--- src/hdl/uart_pkg.sv ---
// UART link package with payload, request, result and state types.
package uart_pkg;

    // ------------------------------------------------------------
    // Payload and client types
    // ------------------------------------------------------------
    typedef logic [7:0] uart_byte_t;

    // One-cycle strobe with its byte.
    typedef struct packed {
        logic       strobe;
        uart_byte_t data;
    } client_req_t;

    // Received byte with its error flags.
    typedef struct packed {
        uart_byte_t data;
        logic       parity_err;
        logic       frame_err;
    } rx_result_t;

    // ------------------------------------------------------------
    // State encodings
    // ------------------------------------------------------------
    typedef enum logic [2:0] {
        TX_IDLE   = 3'b001,
        TX_START  = 3'b010,
        TX_DATA   = 3'b011,
        TX_STOP   = 3'b100,
        TX_CLEAN  = 3'b101,
        TX_PARITY = 3'b110
    } tx_state_t;

    typedef enum logic [2:0] {
        RX_IDLE   = 3'b001,
        RX_START  = 3'b010,
        RX_DATA   = 3'b011,
        RX_STOP   = 3'b100,
        RX_PARITY = 3'b110
    } rx_state_t;

endpackage

--- src/hdl/tx_arbiter.sv ---
// Round-robin arbiter holding one pending byte per client for the transmitter.
`timescale 1ns/1ps

module tx_arbiter import uart_pkg::*; (
    input  logic        clk,
    input  logic        nRst,
    input  client_req_t req0,
    input  client_req_t req1,
    output logic        busy0,
    output logic        busy1,
    input  logic        transmit_ready,
    output logic        tx_ctrl,
    output uart_byte_t  tx_byte
);
    logic       pend0;
    logic       pend1;
    uart_byte_t byte0;
    uart_byte_t byte1;
    logic       last1;
    logic       sel1;
    logic       grant;

    assign busy0 = pend0;
    assign busy1 = pend1;

    // Both pending: serve the client not served last.
    assign sel1    = (pend0 && pend1) ? !last1 : pend1;
    assign grant   = transmit_ready && (pend0 || pend1);
    assign tx_ctrl = grant;
    assign tx_byte = sel1 ? byte1 : byte0;

    always_ff @(posedge clk, negedge nRst) begin
        if (!nRst) begin
            pend0 <= 1'b0;
            pend1 <= 1'b0;
            last1 <= 1'b1;   // Favor client 0 first.
        end else begin
            if (grant) begin
                last1 <= sel1;
            end
            if (grant && !sel1) begin
                pend0 <= 1'b0;
            end else if (req0.strobe && !pend0) begin
                pend0 <= 1'b1;
            end
            if (grant && sel1) begin
                pend1 <= 1'b0;
            end else if (req1.strobe && !pend1) begin
                pend1 <= 1'b1;
            end
        end
    end

    // Strobes while busy are dropped.
    always_ff @(posedge clk) begin
        if (req0.strobe && !pend0) begin
            byte0 <= req0.data;
        end
        if (req1.strobe && !pend1) begin
            byte1 <= req1.data;
        end
    end

endmodule

--- src/hdl/uart_tx.sv ---
// UART transmitter sending start, eight data bits LSB first, parity and stop.
`timescale 1ns/1ps

module uart_tx import uart_pkg::*; #(
    parameter int CLKS_PER_BIT = 8,
    parameter bit PARITY_ODD   = 1'b0
) (
    input  logic       clk,
    input  logic       nRst,
    input  logic       tx_ctrl,
    input  uart_byte_t tx_byte,
    output logic       transmit_ready,
    output logic       tx_serial
);
    localparam int CNT_W = $clog2(CLKS_PER_BIT);

    tx_state_t        state;
    logic [CNT_W-1:0] baud_cnt;
    logic [2:0]       bit_idx;
    uart_byte_t       shreg;
    logic             parity_acc;
    logic             bit_done;

    assign bit_done       = (baud_cnt == CNT_W'(CLKS_PER_BIT - 1));
    assign transmit_ready = (state == TX_IDLE);

    // ------------------------------------------------------------
    // Control FSM and registered line output
    // ------------------------------------------------------------
    always_ff @(posedge clk, negedge nRst) begin
        if (!nRst) begin
            state     <= TX_IDLE;
            baud_cnt  <= '0;
            bit_idx   <= '0;
            tx_serial <= 1'b1;
        end else begin
            if (state == TX_IDLE || state == TX_CLEAN || bit_done) begin
                baud_cnt <= '0;
            end else begin
                baud_cnt <= baud_cnt + 1'b1;
            end

            case (state)
                TX_IDLE: begin
                    tx_serial <= 1'b1;
                    if (tx_ctrl) begin
                        state     <= TX_START;
                        tx_serial <= 1'b0;
                    end
                end
                TX_START: begin
                    if (bit_done) begin
                        state     <= TX_DATA;
                        bit_idx   <= '0;
                        tx_serial <= shreg[0];
                    end
                end
                TX_DATA: begin
                    if (bit_done) begin
                        bit_idx <= bit_idx + 1'b1;
                        if (bit_idx == 3'd7) begin
                            state     <= TX_PARITY;
                            tx_serial <= parity_acc ^ shreg[0];
                        end else begin
                            tx_serial <= shreg[1];
                        end
                    end
                end
                TX_PARITY: begin
                    if (bit_done) begin
                        state     <= TX_STOP;
                        tx_serial <= 1'b1;
                    end
                end
                TX_STOP: begin
                    if (bit_done) begin
                        state <= TX_CLEAN;
                    end
                end
                TX_CLEAN: begin
                    // One idle-high cycle before ready.
                    state     <= TX_IDLE;
                    tx_serial <= 1'b1;
                end
                default: begin
                    state     <= TX_IDLE;
                    tx_serial <= 1'b1;
                end
            endcase
        end
    end

    // ------------------------------------------------------------
    // Data shifter and running parity
    // ------------------------------------------------------------
    always_ff @(posedge clk) begin
        if (state == TX_IDLE && tx_ctrl) begin
            shreg      <= tx_byte;
            parity_acc <= PARITY_ODD;
        end else if (state == TX_DATA && bit_done) begin
            shreg      <= shreg >> 1;
            parity_acc <= parity_acc ^ shreg[0];
        end
    end

endmodule

--- src/hdl/uart_rx.sv ---
// UART receiver with mid-bit sampling, parity check and stop-bit check.
`timescale 1ns/1ps

module uart_rx import uart_pkg::*; #(
    parameter int CLKS_PER_BIT = 8,
    parameter bit PARITY_ODD   = 1'b0
) (
    input  logic       clk,
    input  logic       nRst,
    input  logic       rx_serial,
    output logic       rx_valid,
    output rx_result_t rx_out
);
    localparam int CNT_W = $clog2(CLKS_PER_BIT);
    localparam int HALF  = CLKS_PER_BIT / 2;

    rx_state_t        state;
    logic [1:0]       sync_q;
    logic             rx_s;
    logic             rx_prev;
    logic             fall;
    logic [CNT_W-1:0] cnt;
    logic [2:0]       bit_idx;
    uart_byte_t       shreg;
    logic             parity_acc;
    logic             par_err;
    logic             bit_done;
    logic             half_done;

    assign rx_s      = sync_q[1];
    assign fall      = rx_prev && !rx_s;
    assign bit_done  = (cnt == CNT_W'(CLKS_PER_BIT - 1));
    assign half_done = (cnt == CNT_W'(HALF - 1));

    // ------------------------------------------------------------
    // Synchronizer and edge detect
    // ------------------------------------------------------------
    always_ff @(posedge clk, negedge nRst) begin
        if (!nRst) begin
            sync_q  <= 2'b11;
            rx_prev <= 1'b1;
        end else begin
            sync_q  <= {sync_q[0], rx_serial};
            rx_prev <= rx_s;
        end
    end

    // ------------------------------------------------------------
    // Sampling FSM
    // ------------------------------------------------------------
    always_ff @(posedge clk, negedge nRst) begin
        if (!nRst) begin
            state    <= RX_IDLE;
            cnt      <= '0;
            bit_idx  <= '0;
            rx_valid <= 1'b0;
        end else begin
            rx_valid <= 1'b0;
            cnt      <= cnt + 1'b1;
            case (state)
                RX_IDLE: begin
                    cnt <= '0;
                    if (fall) begin
                        state <= RX_START;
                    end
                end
                RX_START: begin
                    // Glitch check at the middle of the start bit.
                    if (half_done) begin
                        cnt     <= '0;
                        bit_idx <= '0;
                        state   <= rx_s ? RX_IDLE : RX_DATA;
                    end
                end
                RX_DATA: begin
                    if (bit_done) begin
                        cnt     <= '0;
                        bit_idx <= bit_idx + 1'b1;
                        if (bit_idx == 3'd7) begin
                            state <= RX_PARITY;
                        end
                    end
                end
                RX_PARITY: begin
                    if (bit_done) begin
                        cnt   <= '0;
                        state <= RX_STOP;
                    end
                end
                RX_STOP: begin
                    if (bit_done) begin
                        cnt      <= '0;
                        rx_valid <= 1'b1;
                        state    <= RX_IDLE;
                    end
                end
                default: begin
                    cnt   <= '0;
                    state <= RX_IDLE;
                end
            endcase
        end
    end

    // ------------------------------------------------------------
    // Data path
    // ------------------------------------------------------------
    always_ff @(posedge clk) begin
        case (state)
            RX_IDLE: begin
                parity_acc <= PARITY_ODD;
            end
            RX_DATA: begin
                if (bit_done) begin
                    shreg      <= {rx_s, shreg[7:1]};
                    parity_acc <= parity_acc ^ rx_s;
                end
            end
            RX_PARITY: begin
                if (bit_done) begin
                    par_err <= parity_acc ^ rx_s;
                end
            end
            RX_STOP: begin
                // Low stop bit is a framing error.
                if (bit_done) begin
                    rx_out.data       <= shreg;
                    rx_out.parity_err <= par_err;
                    rx_out.frame_err  <= !rx_s;
                end
            end
            default: begin
                parity_acc <= PARITY_ODD;
            end
        endcase
    end

endmodule

--- src/hdl/uart_link.sv ---
// UART link top level joining the client arbiter, transmitter and receiver.
`timescale 1ns/1ps

module uart_link import uart_pkg::*; #(
    parameter int CLKS_PER_BIT = 8,
    parameter bit PARITY_ODD   = 1'b0
) (
    input  logic        clk,
    input  logic        nRst,
    input  client_req_t req0,
    input  client_req_t req1,
    output logic        busy0,
    output logic        busy1,
    output logic        tx_serial,
    input  logic        rx_serial,
    output logic        rx_valid,
    output rx_result_t  rx_out
);
    logic       tx_ctrl;
    uart_byte_t tx_byte;
    logic       transmit_ready;

    tx_arbiter arb0 (
        .clk            (clk),
        .nRst           (nRst),
        .req0           (req0),
        .req1           (req1),
        .busy0          (busy0),
        .busy1          (busy1),
        .transmit_ready (transmit_ready),
        .tx_ctrl        (tx_ctrl),
        .tx_byte        (tx_byte)
    );

    uart_tx #(
        .CLKS_PER_BIT (CLKS_PER_BIT),
        .PARITY_ODD   (PARITY_ODD)
    ) tx0 (
        .clk            (clk),
        .nRst           (nRst),
        .tx_ctrl        (tx_ctrl),
        .tx_byte        (tx_byte),
        .transmit_ready (transmit_ready),
        .tx_serial      (tx_serial)
    );

    uart_rx #(
        .CLKS_PER_BIT (CLKS_PER_BIT),
        .PARITY_ODD   (PARITY_ODD)
    ) rx0 (
        .clk       (clk),
        .nRst      (nRst),
        .rx_serial (rx_serial),
        .rx_valid  (rx_valid),
        .rx_out    (rx_out)
    );

endmodule

--- config.mk ---
export PLATFORM = sky130hd
export DESIGN_NAME = uart_link
export DESIGN_NICKNAME = d
export VERILOG_FILES = /design/src/hdl/uart_pkg.sv /design/src/hdl/tx_arbiter.sv /design/src/hdl/uart_tx.sv /design/src/hdl/uart_rx.sv /design/src/hdl/uart_link.sv
export SDC_FILE = /design/constraint.sdc
export NUM_CORES = 1
export LEC_CHECK = 0
export BUFFER_PORTS_ARGS = -buffer_cell sky130_fd_sc_hd__buf_2
export CORE_UTILIZATION = 43
export CTS_CLUSTER_DIAMETER = 200
export DETAILED_ROUTE_END_ITERATION = 12
export HOLD_SLACK_MARGIN = 0.03
export PLACE_DENSITY_LB_ADDON = 0.1
export REMOVE_ABC_BUFFERS = 1
export SLEW_MARGIN = 20
export SYNTH_ARGS = -nofsm -noshare
export SYNTH_HDL_FRONTEND = slang
export SYNTH_SLANG_ARGS = --single-unit
export TNS_END_PERCENT = 10
--- constraint.sdc ---
create_clock -name clk -period 2 [get_ports clk]
set_input_delay 0.4 -clock clk [delete_from_list [all_inputs] [get_ports clk]]
set_output_delay 0.4 -clock clk [all_outputs]
set_load 0.01 [all_outputs]
### Word level (Yosys, flattened, before mapping)

Index checks and enable logic that the tools add are counted.

* flip-flop bits (word level): 71
* input port bits: 21
* output and inout bits: 14

* add/sub/neg operators: 4
* equal/unequal tests: 28
* mux-type cells: 43
* bitwise logic cells: 4
* reduce and logical (&&, ||, !) cells: 33

Operators by type and width (number)
* $mux 3: 19
* $pmux 3 s5: 2
* $eq 3x3->1 const B: 9
* $mux 8: 3
* $ne 2x1->1 const B: 11
* $pmux 3 s2: 3
* $eq 3x2->1 const B: 5
* $mux 1: 13
* $add 3x1->3 const B: 4
* $reduce_and 6->1: 2
* $reduce_bool 2->1: 5
* $logic_and 1x1->1: 9
* $reduce_and 2->1: 4
* $eq 3x1->1 const B: 2
* $reduce_and 3->1: 2
* $logic_not 1->1: 5
* $pmux 1 s5: 1
* $reduce_and 4->1: 1
* $logic_or 1x1->1: 3
* $reduce_or 3->1: 1
* $mux 2: 1
* $ne 2x2->1 const B: 1
* $not 1->1: 2
* $pmux 1 s2: 1
* 2 further kinds: 3

### Depth between registers and ports, before layout

Gate-level depths: netlist (run 1).

* depth after elaboration: 5
* mapped depth: 6
* mapped depth without buffers: 5

### By module

A second synthesis (run 1) with hierarchy kept.

* cells, all modules: 209
* area total of the unflattened synthesis: 3030.4 um^2

Modules (own cells, without submodules)
* uart_rx: times used 1, cells an instance 90, area an instance 1333.8 um^2, seq. area each 930.9 um^2
* uart_tx: times used 1, cells an instance 79, area an instance 960.9 um^2, seq. area each 513.0 um^2
* tx_arbiter: times used 1, cells an instance 40, area an instance 735.7 um^2, seq. area each 556.8 um^2

### Least setup slack after synthesis (run 1)

OpenSTA, ideal clock, no wires.

* kind: register -> register
* from: register rx0.cnt[0]
* to: register, netlist name rx0.rx_out[0]
* arrival: 1510 ps
* setup slack: 113 ps
* stages on the path, launching flop included: 6
* buffers on the path: 1
* cell sequence: dfrtp_1 -> ha_1 -> ha_1 -> clkbuf_1 -> nand2b_1 -> nor2_1

* word-level cells in the longest chain between the ends: 2

RTL lines
* start, declared: RTL line uart_rx.sv:22 `logic [CNT_W-1:0] cnt;`
* start signal, assigned: RTL line uart_rx.sv:59 `cnt <= cnt + 1'b1;`
* $eq 3x3->1: RTL line uart_rx.sv:32 `assign bit_done = (cnt == CNT_W'(CLKS_PER_BIT - 1));`
* $reduce_and 2->1 (no line)

No other way between the ends.
A chain may end at the register's enable or synchronous reset.

### Final worst setup path (run 1)

* from: register tx0.baud_cnt[0]
* to: register tx0.shreg[0] (enable)

* word-level cells in the longest chain between the ends: 3

RTL lines
* start, declared: RTL line uart_tx.sv:18 `logic [CNT_W-1:0] baud_cnt;`
* start signal, assigned: RTL line uart_tx.sv:40 `baud_cnt <= baud_cnt + 1'b1;`
* $eq 3x3->1: RTL line uart_tx.sv:24 `assign bit_done = (baud_cnt == CNT_W'(CLKS_PER_BIT - 1));`
* $logic_and 1x1->1: RTL line uart_tx.sv:100 `end else if (state == TX_DATA && bit_done) begin`
* $reduce_bool 2->1 (no line)
* end signal, assigned: RTL line uart_tx.sv:98 `shreg <= tx_byte;`
* end signal, assigned: RTL line uart_tx.sv:101 `shreg <= shreg >> 1;`
* end, declared: RTL line uart_tx.sv:20 `uart_byte_t shreg;`

No other way between the ends.

==> results.py, run 1 <==
metrics = {
    "global_routing": {
        "track_usage": 0.154,
        "grt_pass1_vias": 1721,
        "grt-ovfl-total": 0,
        "grt_max_degree": 27,
        "grt_pass1_wl_mm": 8.25,
        "antenna_found_initial": 0,
    },
    "placement": {
        "dpl.hpwl_mm": 3.38,
        "dpl_cell_area_sq_um": 3200,
        "portBuffers": 34,
        "gp_congestion": 0.786,
    },
    "job": {
        "max_cap_viol_count": 0,
    },
    "final_layout": {
        "final_nets": 286,
        "fin_area_sq_um": 3420,
        "fill_cells": 558,
        "final_common_cell": "edfxtp_1",
        "area_growth_pct": 15.6,
        "insertedDiodeCount": 0,
        "area.sequential_sq_um": 2000,
        "multiInputGateArea_sq_um": 866,
        "layout_common_cells": "edfxtp_1 (44), buf_2 (34), dfrtp_1 (19)",
        "drive_gt1_frac": 0.239,
    },
    "sta": {
        "grt_setup_unrepaired": "no",
        "fmax_ghz": 0.552,
        "final.setup.tns_ps": 0,
        "fin_crit_ps": 1810,
        "finalCritPeriodShare": 0.905,
        "setup_viol": 0,
        "tightestPinTransition_ps": 691,
        "max_slew_margin": 0.538,
        "hold_viol": 0,
        "finalClockSkew_ps": 5.36,
        "maxSlewViolCount": 0,
    },
    "die": {
        "initial_core_util": 0.455,
        "die_area_sq_um": 7210,
        "fp.dieW_um": 84.9,
        "num_io_pins": 35,
        "num_rows": 29,
        "die_h_um": 84.9,
        "coreArea_sq_um": 6490,
    },
    "pwr": {
        "p_sw_mw": 1.13,
        "p_leak_nw": 1.38,
        "p_seq_frac": 0.498,
        "pwr-share-comb": 0.204,
        "pwr-share-clk": 0.298,
        "ir_drop_v": 0.000513,
        "internal_power_mw": 2.95,
        "power_density_nw_per_um2": 1200,
        "swShare": 0.277,
    },
    "synth": {
        "ys_ff_latch": 71,
        "avgSynthCellArea_sq_um": 13.8,
        "post-synth-top-area-fraction": 0.447,
        "yosys.area.top_type": "edfxtp_1",
        "synthCells": 215,
        "synth.area.top_cells": "edfxtp_1 (45%), dfrtp_1 (16%), dfstp_2 (6.2%)",
        "synth_area_sq_um": 2960,
        "async_flop_share": 0.366,
        "synth.distinct_cells": 42,
        "yosys_warnings": 0,
        "synth_ff_type": "edfxtp_1",
        "synth_edf_count": 44,
        "yosysSeqAreaShare": 0.677,
    },
    "critical_path": {
        "required_ps": 1980,
        "critPathMaxFanout": 8,
        "critPathLaunchType": "register",
        "arrival_ps": 1790,
        "critPathKind": "reg2reg",
        "setup.worst_path.end_class": "register",
    },
    "routing": {
        "wl_met1_mm": 2.55,
        "avgViaCountPerCell": 5.29,
        "wl_per_cell_um": 14.9,
        "routed.top_layer": "met4",
        "initialDrtViolationCount": 42,
        "drt-total-wl_mm": 4.99,
        "wl_met2_mm": 2.18,
        "post-route-drc-count": 3,
        "ant_nets": 0,
        "first_pass_iters": 10,
        "met3RoutedLength_um": 158,
        "vias": 1777,
    },
    "clock_network": {
        "post-cts-setup-buffers": 0,
        "cts-root-buf": "clkbuf_8",
        "cts_buffer_depth": 2,
        "cts_hold_buf": 0,
        "numCtsBuffers": 9,
        "cts.sink_count": 71,
        "htree_levels": 3,
        "cts_tree": "built",
        "clk_pin_slew_ps": 70,
        "clock_latency_ps": 340,
        "ctsResizeCount": 0,
    },
    "status": {
        "violations": "DRC",
        "status": "complete, but fails checks",
    },
    "hold_path": {
        "hold_class": "in2async",
    },
}
-- flip-flops by register name, indices dropped and copies added (netlist names) --
name and count:
arb0.byte1 8, rx0.rx_valid 1, tx0.tx_serial 1, rx0.rx_out 10, rx0.sync_q 2, tx0.state 3, rx0.rx_prev 1, rx0.state 3
arb0.busy0 1, rx0.cnt 3, rx0.shreg 8, arb0.byte0 8, tx0.bit_idx 3, arb0.last1 1, rx0.bit_idx 3, rx0.par_err 1
arb0.busy1 1, tx0.shreg 8, rx0.parity_acc 1, tx0.parity_acc 1, tx0.baud_cnt 3
-- worst max-delay path, stage by stage (launching register included) --
cell and delay (ps):
dfrtp_1 350, ha_1 170, ha_1 160, nand2b_1 120, o31ai_1 100, nor2_1 550
-- Yosys cell counts, types with 2 or more instances --
cell type and n:
nor3b_1 2, clkbuf_1 4, buf_2 6, dfstp_2 7
a21oi_1 6, nand3b_1 2, o21ai_0 14, a22o_1 4
mux2i_1 2, a221o_1 7, inv_1 9, o211ai_1 2
and2_1 2, and2b_1 2, a31oi_1 4, nand2_1 15
dfrtp_1 19, a21boi_0 8, ha_1 11, nand2b_1 7
nor2_1 8, and3_1 4, edfxtp_1 44, o31ai_1 2
nor2b_1 6, o2bb2ai_1 2
-- power by group through the flow --
stage | combinational, mW | sequential [mW] | clock (mW)
6_report | 0.835 | 2.04 | 1.22
5_1_grt | 0.990 | 2.07 | 1.32
4_1_cts | 0.853 | 2.04 | 1.25
3_5_place_dp | 0.851 | 2.06 | 0
3_3_place_gp | 0.823 | 2.06 | 0
2_1_floorplan | 0.635 | 2.02 | 0
-- metal layers --
layer,vias up,global-route usage
met5,-,0
met4,0,0.0924
met3,16,0.0350
met2,42,0.221
met1,840,0.215
li1,879,-
-- logic make-up (layout without fill, tap and decap cells) --
logic type      after synthesis  after routing  share of synthesized area
mux                           2              2                    0.00677
flops                        71             71                      0.677
simple gates                 53             53                     0.0990
xor+xnor                      2              2                    0.00593
fa+ha+maj                    11             11                     0.0466
compound gates               56             56                      0.135
buf+inv                      20             64                     0.0305
-- stage by stage --
| step | setup slack, ps | utilization | hold slack (ps) | power, mW | std cells |
|---|---|---|---|---|---|
| floorplan | 218 | - | 104 | 2.65 | 204 |
| global placement | 212 | 0.493 | 347 | 2.88 | 320 |
| detailed placement | 149 | 0.493 | 347 | 2.91 | 320 |
| CTS | 139 | 0.526 | 77.2 | 4.14 | 336 |
| global route | 34.4 | 0.526 | 99.0 | 4.38 | 336 |
| finish | 189 | 0.526 | 55.2 | 4.09 | 336 |
-- worst paths after layout --
check / cells past startpoint / to / slack (ps) / from
max in group asynchronous: 1 / rx0.cnt[2]$_DFF_PN0_ / 1550 / nRst
setup reg to reg: 5 / tx0.shreg[0]$_DFFE_PP_ / 190 / tx0.baud_cnt[0]$_DFF_PN0_
setup / recovery: 5 / tx0.shreg[0]$_DFFE_PP_ / 190 / tx0.baud_cnt[0]$_DFF_PN0_
hold reg to reg: 0 / rx0.sync_q[1]$_DFF_PN1_ / 360 / rx0.sync_q[0]$_DFF_PN1_
min in group clk: 1 / rx0.sync_q[0]$_DFF_PN1_ / 150 / rx_serial
hold / removal: 1 / rx0.rx_valid$_DFF_PN0_ / 60 / nRst
-- cell type report --
cell class	instances	area share
inverter	9	0.00989
clock buffer	10	0.0373
timing repair buffer	39	0.0608
clock inverter	6	0.0249
tap	77	0.0282
sequential	71	0.585
multi-input combinational	124	0.253
Note: power is estimated with default switching activity, not from simulation.
==> run 2: changes to the inputs <==
- CORE_MARGIN: unset -> 2
- HOLD_SLACK_MARGIN: 0.03 -> 0.15
==> results.py, run 2 (same netlist as run 1, synthesis figures left out) <==
metrics = {
    "status": {
        "status": "complete, no violations",
    },
    "placement": {
        "dp_cells": 322,
        "portBuffers": 34,
        "dpl_cell_area_sq_um": 3200,
        "gp_congestion": 0.766,
        "dpl.hpwl_mm": 3.13,
    },
    "die": {
        "num_io_pins": 35,
        "coreArea_sq_um": 6720,
        "die_h_um": 86.9,
        "fp.dieW_um": 86.9,
        "die_area_sq_um": 7560,
        "num_rows": 30,
        "initial_core_util": 0.440,
    },
    "sta": {
        "hold_viol": 0,
        "maxSlewViolCount": 0,
        "finalCritPeriodShare": 0.877,
        "whs_ps": 229,
        "final.setup.tns_ps": 0,
        "setup_viol": 0,
        "max_slew_margin": 0.615,
        "grt_setup_unrepaired": "no",
        "finalClockSkew_ps": 8.08,
        "fmax_ghz": 0.570,
        "tightestPinTransition_ps": 577,
        "fin_crit_ps": 1750,
    },
    "critical_path": {
        "rr_endpoint": "tx0.shreg[1]$_DFFE_PP_",
        "critPathKind": "reg2reg",
        "max_stage_delay_ps": 360,
        "arrival_ps": 1750,
        "path_common_cell": "ha_1",
        "path_cells": "ha_1, ha_1, nand2b_1, o31ai_1, nor2_2",
        "critPathLaunchType": "register",
        "cpMaxStageDelayCell": "dfrtp_1",
        "setup.worst_path.end_class": "register",
        "r2r_start": "tx0.baud_cnt[0]$_DFF_PN0_",
        "rrSetupSlack_ps": 250,
        "crit_end": "tx0.shreg[1]$_DFFE_PP_",
        "critPathMaxFanout": 8,
        "required_ps": 1990,
        "cp-startpoint": "tx0.baud_cnt[0]$_DFF_PN0_",
        "worstRegToRegCells": 5,
    },
    "clock_network": {
        "cts_buffer_depth": 2,
        "cts_tree": "built",
        "htree_levels": 3,
        "cts.sink_count": 71,
        "numCtsBuffers": 9,
        "clk_pin_slew_ps": 80,
        "cts-root-buf": "clkbuf_8",
        "clock_latency_ps": 340,
        "post-cts-setup-buffers": 0,
    },
    "job": {
        "max_cap_viol_count": 0,
    },
    "final_layout": {
        "area_growth_pct": 15.7,
        "final_cells": 340,
        "largest_reg_flops": 10,
        "fill_cells": 593,
        "final_nets": 287,
        "final_common_cell": "edfxtp_1",
        "final_util": 0.509,
        "insertedDiodeCount": 0,
        "fin_area_sq_um": 3420,
        "layout_common_cells": "edfxtp_1 (44), buf_2 (34), dfrtp_1 (19)",
        "largest-register": "rx0.rx_out",
        "drive_gt1_frac": 0.242,
    },
    "routing": {
        "avgViaCountPerCell": 5.11,
        "ant_nets": 0,
        "initialDrtViolationCount": 65,
        "drt-total-wl_mm": 4.73,
        "wl_per_cell_um": 13.9,
        "first_pass_iters": 4,
        "post-route-drc-count": 0,
        "vias": 1736,
    },
    "global_routing": {
        "track_usage": 0.137,
        "grt_pass1_vias": 1645,
        "antenna_found_initial": 0,
        "grt_max_degree": 27,
        "grt_pass1_wl_mm": 7.89,
        "grt-ovfl-total": 0,
    },
    "pwr": {
        "p_leak_nw": 1.38,
        "ir_drop_v": 0.000628,
        "power_density_nw_per_um2": 1170,
    },
    "hold_path": {
        "hold_class": "in2reg",
    },
}
## run 2: cell types whose count changed in the layout (fill, tap and decap cells not counted), sizes merged
cell / change
dlygate4sd3: +2
clkinv: +1
buf: -1
bufinv: -1
inv: +1
clkbuf: -1
## run 2: critical path, delay by kind of cell (launching register included)
family          cells  cell delay, ps
compound gates      1             110
fa+ha+maj           2             430
flops               1             360
simple gates        2             510
## run 2: layer usage
layer,share of wire,global-route usage,wire (um),vias up
met1,0.50,0.187,2350,806
met4,0.022,0.0724,102,0
met3,0.036,0.0341,170,10
met2,0.44,0.201,2100,40
li1,-,-,-,880
met5,0,0,0,-
## run 2: how the worst min path moves through the flow
stage	from	to	slack [ps]	cells after the start
after floorplan	nRst	arb0.busy0$_DFFE_PN0P_	100	0
after CTS	rx_serial	rx0.sync_q[0]$_DFF_PN1_	150	1
after global routing	req1[5]	arb0.byte1[5]$_DFFE_PP_	210	1
final	req1[7]	arb0.byte1[7]$_DFFE_PP_	230	1
after detailed placement	rx0.sync_q[0]$_DFF_PN1_	rx0.sync_q[1]$_DFF_PN1_	350	0
after global placement	rx0.sync_q[0]$_DFF_PN1_	rx0.sync_q[1]$_DFF_PN1_	350	0
## run 2: final cells by class
type	instances	area (sq um)	share of cell area
Sequential cell	71	2000	0.585
Multi-Input combinational cell	124	868	0.254
Timing Repair Buffer	40	220	0.0644
Clock buffer	9	124	0.0362
Tap cell	80	100	0.0293
Clock inverter	7	72.6	0.0212
Inverter	9	33.8	0.00988
## run 2: timing repair
item                                   CTS  global route
endpoints found under the hold margin   19             1
resized for setup                        0             1
setup endpoints to repair                0             8
hold buffers                             1             1
## run 2: through the flow
stage | power [mW] | setup slack, ps
after floorplan | 2.65 | 218
after global placement | 2.88 | 175
after detailed placement | 2.90 | 64.7
after CTS | 4.04 | 41.8
after global routing | 4.25 | 116
final | 3.99 | 246
## run 2: power by group
group	internal, mW	switching (mW)	leakage (nW)	total (mW)
Combinational	0.398	0.437	0.581	0.835
Sequential	1.85	0.170	0.701	2.03
Clock	0.578	0.553	0.0972	1.13
